[src/audio_pkg.sv]
// shared constants and types for the audio output peripheral
// register map, FIFO sizing, I2S and PDM timing, sample layout
`default_nettype none

package audio_pkg;

    // one channel and one stereo pair
    localparam int SAMPLE_W = 24;
    localparam int STEREO_W = 2 * SAMPLE_W;

    // 16 entries, level counts 0..16
    localparam int FIFO_LEN_BITS = 4;
    localparam int FIFO_DEPTH = 1 << FIFO_LEN_BITS;
    localparam int LEVEL_W = FIFO_LEN_BITS + 1;
    localparam logic [LEVEL_W-1:0] FIFO_FULL_LVL = LEVEL_W'(FIFO_DEPTH);

    // word offsets of the register map
    localparam logic [15:0] ADR_CTRL0       = 16'h0000;
    localparam logic [15:0] ADR_STAT0       = 16'h0004;
    localparam logic [15:0] ADR_FIFO_LOW    = 16'h0008;
    localparam logic [15:0] ADR_FIFO_LEVEL  = 16'h000C;
    localparam logic [15:0] ADR_AUDIO_LEFT  = 16'h0010;
    localparam logic [15:0] ADR_AUDIO_RIGHT = 16'h0014;

    // CTRL0 bits
    localparam int CTRL_RST_BIT      = 0;
    localparam int CTRL_DAC_MODE_BIT = 1;
    localparam int CTRL_DAC_EN_BIT   = 2;
    localparam int CTRL_I2S_EN_BIT   = 3;
    localparam int CTRL_W            = CTRL_I2S_EN_BIT + 1;

    // bclk half period in clk cycles, bits per channel slot
    localparam int BCLK_HALF = 4;
    localparam int BCLK_DIV_W = $clog2(BCLK_HALF);
    localparam logic [BCLK_DIV_W-1:0] BCLK_DIV_LAST = BCLK_DIV_W'(BCLK_HALF - 1);
    localparam int SLOT_BITS = 32;
    localparam int SLOT_CNT_W = $clog2(SLOT_BITS);
    localparam logic [SLOT_CNT_W-1:0] SLOT_LAST = SLOT_CNT_W'(SLOT_BITS - 1);

    // PDM sample period in clk cycles
    localparam int PDM_SAMPLE_CYCLES = 512;
    localparam int PDM_CNT_W = $clog2(PDM_SAMPLE_CYCLES);
    localparam logic [PDM_CNT_W-1:0] PDM_CNT_LAST = PDM_CNT_W'(PDM_SAMPLE_CYCLES - 1);

    typedef enum logic [1:0] {
        PH_IDLE,
        PH_LEFT,
        PH_RIGHT
    } i2s_phase_e;

    // right channel in the upper half
    typedef struct packed {
        logic [SAMPLE_W-1:0] right;
        logic [SAMPLE_W-1:0] left;
    } stereo_t;

endpackage

`default_nettype wire

[src/audio_stream_if.sv]
// stereo sample stream from a source to a sink
// sample is valid while avail is high, the sink pulses take to consume it
`default_nettype none

interface audio_stream_if;

    // current head sample of the source
    audio_pkg::stereo_t sample;
    // source has a sample
    logic avail;
    // one-cycle consume pulse, source advances at the next edge
    logic take;

    modport source (
        output sample,
        output avail,
        input  take
    );

    modport sink (
        input  sample,
        input  avail,
        output take
    );

endinterface

`default_nettype wire

[src/sample_fifo_if.sv]
// link between the register file and the sample FIFO
// push side from software, status flags back for readback and stall
`default_nettype none

interface sample_fifo_if;

    // one-cycle push of a full stereo pair
    logic push;
    audio_pkg::stereo_t push_data;
    // level, holds the FIFO empty
    logic flush;
    logic [audio_pkg::LEVEL_W-1:0] threshold;

    // registered status from the FIFO
    logic [audio_pkg::LEVEL_W-1:0] level;
    logic empty;
    logic full;
    logic low;

    modport regfile (
        output push, push_data, flush, threshold,
        input  level, empty, full, low
    );

    modport fifo (
        input  push, push_data, flush, threshold,
        output level, empty, full, low
    );

endinterface

`default_nettype wire

[src/audio_wb_regfile.sv]
// Wishbone classic slave holding control, FIFO threshold and sample assembly
// a write with bit 31 set pushes the held stereo pair into the sample FIFO
`default_nettype none

module audio_wb_regfile (
    input  wire logic        clk,
    input  wire logic        rst,
    input  wire logic        wb_cyc_i,
    input  wire logic        wb_stb_i,
    input  wire logic        wb_we_i,
    input  wire logic [15:0] wb_adr_i,
    input  wire logic [31:0] wb_dat_i,
    input  wire logic [3:0]  wb_sel_i,
    output logic      [31:0] wb_dat_o,
    output logic             wb_ack_o,
    sample_fifo_if.regfile   fifo,
    output logic             dac_mode_o,
    output logic             dac_enable_o,
    output logic             i2s_enable_o
);

    logic [audio_pkg::CTRL_W-1:0] ctrl0_q;
    logic [31:0] fifo_low_q;
    audio_pkg::stereo_t hold_q;
    logic push_arm_q;
    logic push_q;
    logic stall;
    logic access;
    logic is_sample_adr;
    logic [31:0] rd_data;

    // hold off while full or while a push is still on its way to the level
    assign stall = fifo.full || push_arm_q || push_q;
    // ack low for one cycle between accesses
    assign access = wb_cyc_i && wb_stb_i && !wb_ack_o && !stall;
    assign is_sample_adr = (wb_adr_i == audio_pkg::ADR_AUDIO_LEFT) ||
                           (wb_adr_i == audio_pkg::ADR_AUDIO_RIGHT);

    assign dac_mode_o   = ctrl0_q[audio_pkg::CTRL_DAC_MODE_BIT];
    assign dac_enable_o = ctrl0_q[audio_pkg::CTRL_DAC_EN_BIT];
    assign i2s_enable_o = ctrl0_q[audio_pkg::CTRL_I2S_EN_BIT];

    assign fifo.flush     = ctrl0_q[audio_pkg::CTRL_RST_BIT];
    assign fifo.threshold = fifo_low_q[audio_pkg::LEVEL_W-1:0];
    assign fifo.push      = push_q;
    assign fifo.push_data = hold_q;

    // readback mux, sample registers read as zero
    always_comb begin
        rd_data = '0;
        case (wb_adr_i)
            audio_pkg::ADR_CTRL0:      rd_data[audio_pkg::CTRL_W-1:0] = ctrl0_q;
            audio_pkg::ADR_STAT0:      rd_data[2:0] = {fifo.full, fifo.empty, fifo.low};
            audio_pkg::ADR_FIFO_LOW:   rd_data = fifo_low_q;
            audio_pkg::ADR_FIFO_LEVEL: rd_data[audio_pkg::LEVEL_W-1:0] = fifo.level;
            default:                   rd_data = '0;
        endcase
    end

    always_ff @(posedge clk) begin
        if (rst) begin
            wb_ack_o <= 1'b0;
        end else begin
            wb_ack_o <= access;
        end
    end

    // read data lines up with ack
    always_ff @(posedge clk) begin
        wb_dat_o <= (access && !wb_we_i) ? rd_data : '0;
    end

    always_ff @(posedge clk) begin
        if (rst) begin
            ctrl0_q    <= '0;
            fifo_low_q <= '0;
            push_arm_q <= 1'b0;
            push_q     <= 1'b0;
        end else begin
            // push goes out one cycle after the acked write
            push_q     <= push_arm_q && !ctrl0_q[audio_pkg::CTRL_RST_BIT];
            push_arm_q <= access && wb_we_i && is_sample_adr &&
                          wb_sel_i[3] && wb_dat_i[31];
            if (access && wb_we_i) begin
                if (wb_adr_i == audio_pkg::ADR_CTRL0 && wb_sel_i[0]) begin
                    ctrl0_q <= wb_dat_i[audio_pkg::CTRL_W-1:0];
                end
                if (wb_adr_i == audio_pkg::ADR_FIFO_LOW) begin
                    // only selected bytes change
                    for (int b = 0; b < 4; b++) begin
                        if (wb_sel_i[b]) begin
                            fifo_low_q[8*b +: 8] <= wb_dat_i[8*b +: 8];
                        end
                    end
                end
            end
        end
    end

    // sample holding register, three data bytes per channel
    always_ff @(posedge clk) begin
        if (access && wb_we_i) begin
            for (int b = 0; b < 3; b++) begin
                if (wb_sel_i[b] && wb_adr_i == audio_pkg::ADR_AUDIO_LEFT) begin
                    hold_q.left[8*b +: 8] <= wb_dat_i[8*b +: 8];
                end
                if (wb_sel_i[b] && wb_adr_i == audio_pkg::ADR_AUDIO_RIGHT) begin
                    hold_q.right[8*b +: 8] <= wb_dat_i[8*b +: 8];
                end
            end
        end
    end

endmodule

`default_nettype wire

[src/audio_sample_fifo.sv]
// 16-deep stereo sample FIFO between the register file and the output paths
// status flags are registered, flush from software holds it empty
`default_nettype none

module audio_sample_fifo (
    input  wire logic      clk,
    input  wire logic      rst,
    sample_fifo_if.fifo    ctrl,
    audio_stream_if.source out
);

    logic [audio_pkg::STEREO_W-1:0] mem [audio_pkg::FIFO_DEPTH];
    logic [audio_pkg::FIFO_LEN_BITS-1:0] wr_ptr;
    logic [audio_pkg::FIFO_LEN_BITS-1:0] rd_ptr;
    logic [audio_pkg::LEVEL_W-1:0] level_nxt;
    logic do_push;
    logic do_pop;

    // push while full is dropped, take while empty is ignored
    assign do_push = ctrl.push && !ctrl.full;
    assign do_pop  = out.take && !ctrl.empty;

    assign out.sample = audio_pkg::stereo_t'(mem[rd_ptr]);
    assign out.avail  = !ctrl.empty;

    // simultaneous push and pop keeps the level
    always_comb begin
        level_nxt = ctrl.level;
        if (do_push && !do_pop) begin
            level_nxt = ctrl.level + 1'b1;
        end else if (do_pop && !do_push) begin
            level_nxt = ctrl.level - 1'b1;
        end
    end

    always_ff @(posedge clk) begin
        if (rst) begin
            wr_ptr     <= '0;
            rd_ptr     <= '0;
            ctrl.level <= '0;
            ctrl.empty <= 1'b1;
            ctrl.full  <= 1'b0;
            ctrl.low   <= 1'b0;
        end else if (ctrl.flush) begin
            wr_ptr     <= '0;
            rd_ptr     <= '0;
            ctrl.level <= '0;
            ctrl.empty <= 1'b1;
            ctrl.full  <= 1'b0;
            ctrl.low   <= (ctrl.threshold != '0);
        end else begin
            if (do_push) begin
                wr_ptr <= wr_ptr + 1'b1;
            end
            if (do_pop) begin
                rd_ptr <= rd_ptr + 1'b1;
            end
            // flags from the next level so they match it
            ctrl.level <= level_nxt;
            ctrl.empty <= (level_nxt == '0);
            ctrl.full  <= (level_nxt == audio_pkg::FIFO_FULL_LVL);
            ctrl.low   <= (level_nxt < ctrl.threshold);
        end
    end

    // storage
    always_ff @(posedge clk) begin
        if (do_push && !ctrl.flush) begin
            mem[wr_ptr] <= ctrl.push_data;
        end
    end

endmodule

`default_nettype wire

[src/i2s_transmitter.sv]
// I2S serializer, 32 bit clocks per slot, 24-bit words MSB first
// one sample taken per frame at the start of the left slot
`default_nettype none

module i2s_transmitter (
    input  wire logic    clk,
    input  wire logic    rst,
    input  wire logic    enable_i,
    audio_stream_if.sink in,
    output logic         bclk_o,
    output logic         lrclk_o,
    output logic         sdata_o
);

    logic [audio_pkg::BCLK_DIV_W-1:0] div_q;
    logic [audio_pkg::SLOT_CNT_W-1:0] bit_q;
    audio_pkg::i2s_phase_e phase_q;
    logic [audio_pkg::SAMPLE_W-1:0] right_q;
    logic [31:0] shift_q;
    logic fall_evt;
    logic slot_end;
    logic frame_start;
    audio_pkg::stereo_t cur;

    // bclk about to fall, data and lrclk change here
    assign fall_evt = (div_q == audio_pkg::BCLK_DIV_LAST) && bclk_o;
    assign slot_end = (bit_q == audio_pkg::SLOT_LAST);
    assign frame_start = fall_evt &&
        (phase_q == audio_pkg::PH_IDLE || (phase_q == audio_pkg::PH_RIGHT && slot_end));

    // take and latch on the same edge, so the FIFO pops what we used
    assign in.take = enable_i && frame_start;
    // underrun plays silence
    assign cur = in.avail ? in.sample : '0;

    always_ff @(posedge clk) begin
        if (rst || !enable_i) begin
            div_q   <= '0;
            bit_q   <= '0;
            phase_q <= audio_pkg::PH_IDLE;
            right_q <= '0;
            shift_q <= '0;
            bclk_o  <= 1'b0;
            lrclk_o <= 1'b0;
            sdata_o <= 1'b0;
        end else begin
            div_q <= div_q + 1'b1;
            if (div_q == audio_pkg::BCLK_DIV_LAST) begin
                div_q  <= '0;
                bclk_o <= ~bclk_o;
            end
            if (fall_evt) begin
                // one bclk delay, MSB shows on the fall after lrclk moves
                sdata_o <= shift_q[31];
                shift_q <= shift_q << 1;
                bit_q   <= bit_q + 1'b1;
                if (frame_start) begin
                    phase_q <= audio_pkg::PH_LEFT;
                    lrclk_o <= 1'b0;
                    bit_q   <= '0;
                    shift_q <= {cur.left, 8'h00};
                    right_q <= cur.right;
                end else if (phase_q == audio_pkg::PH_LEFT && slot_end) begin
                    phase_q <= audio_pkg::PH_RIGHT;
                    lrclk_o <= 1'b1;
                    bit_q   <= '0;
                    shift_q <= {right_q, 8'h00};
                end
            end
        end
    end

endmodule

`default_nettype wire

[src/pdm_dac.sv]
// first-order sigma-delta PDM of the mono mix of both channels
// new sample every PDM_SAMPLE_CYCLES clocks, accumulator carry is the bit
`default_nettype none

module pdm_dac (
    input  wire logic    clk,
    input  wire logic    rst,
    input  wire logic    enable_i,
    audio_stream_if.sink in,
    output logic         pdm_o
);

    logic [audio_pkg::PDM_CNT_W-1:0] period_q;
    logic signed [audio_pkg::SAMPLE_W:0] sum;
    logic [audio_pkg::SAMPLE_W-1:0] mix_q;
    logic [audio_pkg::SAMPLE_W-1:0] offset;
    logic [audio_pkg::SAMPLE_W-1:0] acc_q;
    logic [audio_pkg::SAMPLE_W:0] acc_sum;

    // take at the first enabled cycle, then once per period
    assign in.take = enable_i && (period_q == '0);

    // signed mean of left and right
    assign sum = $signed(in.sample.left) + $signed(in.sample.right);

    // two's complement to offset binary, zero sits at mid scale
    assign offset  = {~mix_q[audio_pkg::SAMPLE_W-1], mix_q[audio_pkg::SAMPLE_W-2:0]};
    assign acc_sum = {1'b0, acc_q} + {1'b0, offset};

    always_ff @(posedge clk) begin
        if (rst || !enable_i) begin
            period_q <= '0;
            mix_q    <= '0;
            acc_q    <= '0;
            pdm_o    <= 1'b0;
        end else begin
            period_q <= period_q + 1'b1;
            if (period_q == audio_pkg::PDM_CNT_LAST) begin
                period_q <= '0;
            end
            if (in.take) begin
                // underrun gives mid scale
                mix_q <= in.avail ? sum[audio_pkg::SAMPLE_W:1] : '0;
            end
            acc_q <= acc_sum[audio_pkg::SAMPLE_W-1:0];
            pdm_o <= acc_sum[audio_pkg::SAMPLE_W];
        end
    end

endmodule

`default_nettype wire

[src/audio_output_select.sv]
// picks the active output path from the mode and enable bits
// only that path sees the FIFO stream, its take goes back to the FIFO
`default_nettype none

module audio_output_select (
    input  wire logic      clk,
    input  wire logic      rst,
    input  wire logic      dac_mode_i,
    input  wire logic      dac_enable_i,
    input  wire logic      i2s_enable_i,
    input  wire logic      soft_rst_i,
    audio_stream_if.sink   fifo_in,
    audio_stream_if.source i2s_out,
    audio_stream_if.source pdm_out,
    output logic           i2s_en_o,
    output logic           pdm_en_o
);

    // mode bit makes the two enables exclusive
    always_ff @(posedge clk) begin
        if (rst) begin
            i2s_en_o <= 1'b0;
            pdm_en_o <= 1'b0;
        end else begin
            i2s_en_o <= i2s_enable_i && !dac_mode_i && !soft_rst_i;
            pdm_en_o <= dac_enable_i && dac_mode_i && !soft_rst_i;
        end
    end

    // idle path sees no sample and no availability
    assign i2s_out.sample = i2s_en_o ? fifo_in.sample : '0;
    assign i2s_out.avail  = i2s_en_o && fifo_in.avail;
    assign pdm_out.sample = pdm_en_o ? fifo_in.sample : '0;
    assign pdm_out.avail  = pdm_en_o && fifo_in.avail;

    // take only from the enabled path
    assign fifo_in.take = (i2s_en_o && i2s_out.take) || (pdm_en_o && pdm_out.take);

endmodule

`default_nettype wire

[src/audio_top.sv]
// audio output peripheral top, Wishbone slave in, I2S and PDM pins out
// instances and wiring only
`default_nettype none

module audio_top (
    input  wire logic        clk,
    input  wire logic        rst,
    input  wire logic        wb_cyc_i,
    input  wire logic        wb_stb_i,
    input  wire logic        wb_we_i,
    input  wire logic [15:0] wb_adr_i,
    input  wire logic [31:0] wb_dat_i,
    input  wire logic [3:0]  wb_sel_i,
    output logic      [31:0] wb_dat_o,
    output logic             wb_ack_o,
    output logic             i2s_bclk_o,
    output logic             i2s_lrclk_o,
    output logic             i2s_sdata_o,
    output logic             pdm_o
);

    logic dac_mode;
    logic dac_enable;
    logic i2s_enable;
    logic i2s_en;
    logic pdm_en;

    sample_fifo_if  fifo_if ();
    // FIFO to selector, selector to each path
    audio_stream_if fifo_stream ();
    audio_stream_if i2s_stream ();
    audio_stream_if pdm_stream ();

    audio_wb_regfile u_regfile (
        .clk          (clk),
        .rst          (rst),
        .wb_cyc_i     (wb_cyc_i),
        .wb_stb_i     (wb_stb_i),
        .wb_we_i      (wb_we_i),
        .wb_adr_i     (wb_adr_i),
        .wb_dat_i     (wb_dat_i),
        .wb_sel_i     (wb_sel_i),
        .wb_dat_o     (wb_dat_o),
        .wb_ack_o     (wb_ack_o),
        .fifo         (fifo_if.regfile),
        .dac_mode_o   (dac_mode),
        .dac_enable_o (dac_enable),
        .i2s_enable_o (i2s_enable)
    );

    audio_sample_fifo u_fifo (
        .clk  (clk),
        .rst  (rst),
        .ctrl (fifo_if.fifo),
        .out  (fifo_stream.source)
    );

    // software reset also idles both paths
    audio_output_select u_select (
        .clk          (clk),
        .rst          (rst),
        .dac_mode_i   (dac_mode),
        .dac_enable_i (dac_enable),
        .i2s_enable_i (i2s_enable),
        .soft_rst_i   (fifo_if.flush),
        .fifo_in      (fifo_stream.sink),
        .i2s_out      (i2s_stream.source),
        .pdm_out      (pdm_stream.source),
        .i2s_en_o     (i2s_en),
        .pdm_en_o     (pdm_en)
    );

    i2s_transmitter u_i2s (
        .clk      (clk),
        .rst      (rst),
        .enable_i (i2s_en),
        .in       (i2s_stream.sink),
        .bclk_o   (i2s_bclk_o),
        .lrclk_o  (i2s_lrclk_o),
        .sdata_o  (i2s_sdata_o)
    );

    pdm_dac u_pdm (
        .clk      (clk),
        .rst      (rst),
        .enable_i (pdm_en),
        .in       (pdm_stream.sink),
        .pdm_o    (pdm_o)
    );

endmodule

`default_nettype wire

[config.mk]
export PLATFORM = sky130hd
export DESIGN_NAME = audio_top
export DESIGN_NICKNAME = d
export VERILOG_FILES = /design/src/audio_pkg.sv /design/src/audio_stream_if.sv /design/src/sample_fifo_if.sv /design/src/audio_wb_regfile.sv /design/src/audio_sample_fifo.sv /design/src/i2s_transmitter.sv /design/src/pdm_dac.sv /design/src/audio_output_select.sv /design/src/audio_top.sv
export SDC_FILE = /design/constraint.sdc
export NUM_CORES = 1
export LEC_CHECK = 0
export ABC_CLOCK_PERIOD_IN_PS = 5610
export BUFFER_PORTS_ARGS = -buffer_cell sky130_fd_sc_hd__buf_2
export CORE_MARGIN = 5
export CORE_UTILIZATION = 62
export DETAILED_ROUTE_END_ITERATION = 12
export GPL_ROUTABILITY_DRIVEN = 0
export PLACE_DENSITY = 0.8
export SKIP_CTS_REPAIR_TIMING = 1
export SKIP_LAST_GASP = 1
export SLEW_MARGIN = 0
export SYNTH_ARGS = -nofsm -noshare
export SYNTH_HDL_FRONTEND = slang
export SYNTH_SLANG_ARGS = --single-unit
[constraint.sdc]
create_clock -name clk -period 5.61 [get_ports clk]
set_clock_uncertainty 0.2 [all_clocks]
set_input_delay 0.561 -clock clk [delete_from_list [all_inputs] [get_ports clk]]
set_output_delay 0.561 -clock clk [all_outputs]
set_load 0.05 [all_outputs]
==> flow_metrics.py <==
metrics = {
    "drt": {
        "drc_errors": 0,
        "drt_iter0_drc": 3289,
        "vias": 23658,
        "via_per_inst": 6.85,
        "firstDrtPassIters": 6,
        "wl_per_cell_um": 30.5,
        "ant_nets": 0,
        "finalWirelength_um": 105000,
    },
    "setup_path": {
        "crit_top_cell": "mux4_2",
        "start_kind": "register",
        "critPathCaptureType": "register",
        "crit_arrival_ps": 5440,
        "path_class": "register to register",
        "worstPathCellList": "buf_12, mux4_2, mux4_2, and2_1, ha_1, nand2_1, nor2_1, o211ai_1, a31oi_1, o2111ai_1, a21oi_1, nor4b_1, or4_1, nand3_1",
        "critPathSlowestCell": "dfxtp_4",
        "worst-path-buf-inv": 1,
        "critPathRequiredTime_ps": 6010,
        "cpPeakStageDelay_ps": 600,
        "crit_fanout": 38,
        "critical_path.top_delay_family": "simple AND/OR/NAND/NOR gates",
    },
    "floorplan": {
        "die_x_um": 266,
        "start_util": 0.628,
        "core_sq_mm": 0.0647,
        "core.rowCount": 93,
        "die_height_um": 266,
        "die_area_sq_mm": 0.0707,
        "io_pins": 94,
    },
    "power_and_ir_drop": {
        "p_seq_frac": 0.546,
        "peakVddDrop_uv": 306,
        "power.switching_mw": 3.01,
        "p_int_mw": 11.8,
        "p_sw_frac": 0.203,
        "clock_power_share": 0.447,
        "power_density_mw_per_mm2": 323,
        "p_leak_nw": 15.0,
        "power_frac_comb": 0.006,
    },
    "clocking": {
        "cts_max_path_buffers": 3,
        "htreeDepth": 3,
        "cts-root-buf": "clkbuf_16",
        "insertion_delay_ps": 660,
        "cts_tree": "built",
        "clk_pin_slew_ps": 70,
        "cts_buffers": 96,
        "cts_sinks": 1026,
    },
    "finish": {
        "fin_nets": 2643,
        "fill_cells": 3708,
        "seqCellArea_sq_mm": 0.0287,
        "final_util": 0.710,
        "antenna_cells": 0,
        "multiInputGateArea_sq_mm": 0.0115,
        "syn2layout_area_growth_pct": 13.0,
        "drive_above_1_share": 0.236,
    },
    "sta": {
        "whs_ps": -3.24,
        "fmax_mhz": 198,
        "slew_violations": 0,
        "setup_viol": 0,
        "tns_ps": 0,
        "rsz0062_at_grt": "false",
        "hold_viol": 2,
        "worst_pin_slew_ps": 1290,
        "fin_crit_ps": 5040,
        "relSlewSlack": 0.137,
        "finalCritPeriodShare": 0.899,
    },
    "placed_design": {
        "dp_hpwl_um": 58700,
        "portBuffers": 93,
    },
    "synth": {
        "synth_top_family_by_area": "multiplexers",
        "synth_fp_nets": 2475,
        "synth-xor-area-share": 0.0101,
        "synthArstFlopShare": 0,
        "synth_cell_types": 70,
        "yosysWarnings": 0,
        "synth_top_cell_by_area": "edfxtp_1",
        "synthSimpleGateAreaFrac": 0.0630,
        "synthFlopType": "edfxtp_1",
        "synth_mux_area_frac": 0.144,
        "synthCells": 2352,
        "synth.yosys.seq_area_share": 0.707,
        "ys_ff_latch": 1026,
        "synth-compound-area-share": 0.0413,
        "synth_area_sq_mm": 0.0406,
        "avgSynthCellArea_sq_um": 17.3,
        "synth-edff-count": 816,
        "synth_area_leaders": "edfxtp_1, mux4_2, dfxtp_1, ha_1, nor2_1",
        "yosysTopAreaCellShare": 0.603,
        "synth-adder-area-share": 0.0207,
    },
    "status": {
        "status": "finished, violations left",
        "violations": "hold timing",
    },
    "global_routing": {
        "grt_pass1_wl_um": 155000,
        "antenna_found_initial": 0,
        "grt_max_degree": 69,
        "grt.overflow.total": 0,
        "grt_pass1_vias": 23916,
        "grt_usage": 0.296,
    },
    "min_path": {
        "hold_path.class": "input port to register",
    },
    "flow_run": {
        "cap_violations": 0,
    },
}
-- worst reg2reg max path: stages, from the launching register on --
cell and delay (ps):
dfxtp_4 600, buf_12 360, mux4_2 580, mux4_2 560
and2_1 210, ha_1 430, nand2_1 150, nor2_1 150
o211ai_1 180, a31oi_1 390, o2111ai_1 250, a21oi_1 250
nor4b_1 90, or4_1 490, nand3_1 100
-- metrics by stage --
| step | cell area, sq um | std cells | total power, mW | hold slack (ps) | setup WS, ps |
|---|---|---|---|---|---|
| final | 45900 | 3456 | 14.8 | -3.24 | 567 |
| after CTS | 45700 | 3433 | 14.8 | -116 | 639 |
| after global placement | 42400 | 3254 | 8.34 | 212 | 766 |
| after floorplan | 40600 | 2352 | 8.30 | 204 | 1070 |
| after detailed placement | 42400 | 3254 | 8.35 | 229 | 682 |
| after global routing | 45900 | 3456 | 15.2 | 3.63 | 308 |
-- Yosys cell counts, types with 3 or more instances --
cell type	instances
a211oi_1	26
a21boi_0	4
a21o_1	21
a21oi_1	77
a21oi_2	3
a22oi_1	30
a31oi_1	3
a32oi_1	3
and2_1	80
and3_1	11
and4_1	4
buf_1	12
buf_2	16
clkbuf_1	81
dfxtp_1	210
edfxtp_1	816
ha_1	64
inv_1	36
mux2i_1	40
mux4_2	242
nand2_1	116
nand2b_1	11
nand3_1	14
nand3b_1	3
nand4_1	16
nor2_1	185
nor2_2	4
nor2b_1	12
nor3_1	43
nor3b_1	8
nor4_1	5
nor4b_1	3
o211ai_1	5
o21a_1	11
o21ai_0	33
o21ai_1	6
o21bai_1	4
or2_2	3
or3_1	6
xnor2_1	25
xor2_1	22
-- power groups by stage --
stage / Clock (mW) / Combinational [mW] / Sequential, mW
floorplan: 0 / 0.0288 / 8.27
global placement: 0 / 0.0780 / 8.27
detailed placement: 0 / 0.0805 / 8.27
CTS: 6.66 / 0.0801 / 8.10
global route: 7.04 / 0.101 / 8.09
finish: 6.63 / 0.0956 / 8.10
-- area by class of cell --
cell class / count / share of cell area
flip-flops and latches: 1026 / 0.625
clock buffers: 121 / 0.0586
inverters: 36 / 0.00294
multi-input cells: 1179 / 0.250
repair buffers: 181 / 0.0277
well taps: 855 / 0.0233
clock inverters: 58 / 0.0119
-- state kept, by name, summed over array words and instances, names as in the netlist, 5 cells and up, named ones only --
register and cells:
u_fifo.ctrl.level 5, u_fifo.mem 768, u_i2s.bit_q 5, u_i2s.right_q 24, u_i2s.shift_q 24, u_pdm.acc_q 24
u_pdm.mix_q 24, u_pdm.period_q 9, u_regfile.fifo.push_data 48, u_regfile.fifo_low_q 32, u_regfile.wb_dat_o 32
-- layer usage --
metal,GRT usage,part of all wire,vias to the layer above
met2,0.474,0.49,1883
met3,0.0657,0.12,314
met1,0.408,0.36,11911
li1,-,-,9550
met5,0,0,-
met4,0.110,0.040,0
-- path summary, 6_finish.rpt --
kind | from | to | slack (ps) | depth (start not counted)
max | register | u_pdm.mix_q[21] | 570 | 14
min | wb_dat_i[4] | u_regfile.fifo.push_data[4] | -3 | 1
max reg2reg | register | u_pdm.mix_q[21] | 570 | 14
min reg2reg | u_pdm.period_q[0] | u_pdm.period_q[0] | 260 | 1
-- cells in the final DEF (no fill, tap or decap), types with 58 or more instances in the layout --
cell type / n
a21oi_1: 77
and2_1: 80
buf_2: 93
buf_4: 58
clkbuf_16: 100
dfxtp_1: 206
edfxtp_1: 816
ha_1: 64
mux4_2: 242
nand2_1: 116
nor2_1: 166
-- cells by family (layout without fill, tap and decap cells) --
| group | count (synthesis) | count (layout) |
|---|---|---|
| simple gates | 532 | 532 |
| buf+inv | 147 | 396 |
| mux | 282 | 282 |
| xor+xnor | 47 | 47 |
| flops | 1026 | 1026 |
| compound gates | 252 | 252 |
| fa+ha+maj | 66 | 66 |
Power figures use the tool's default switching activity.
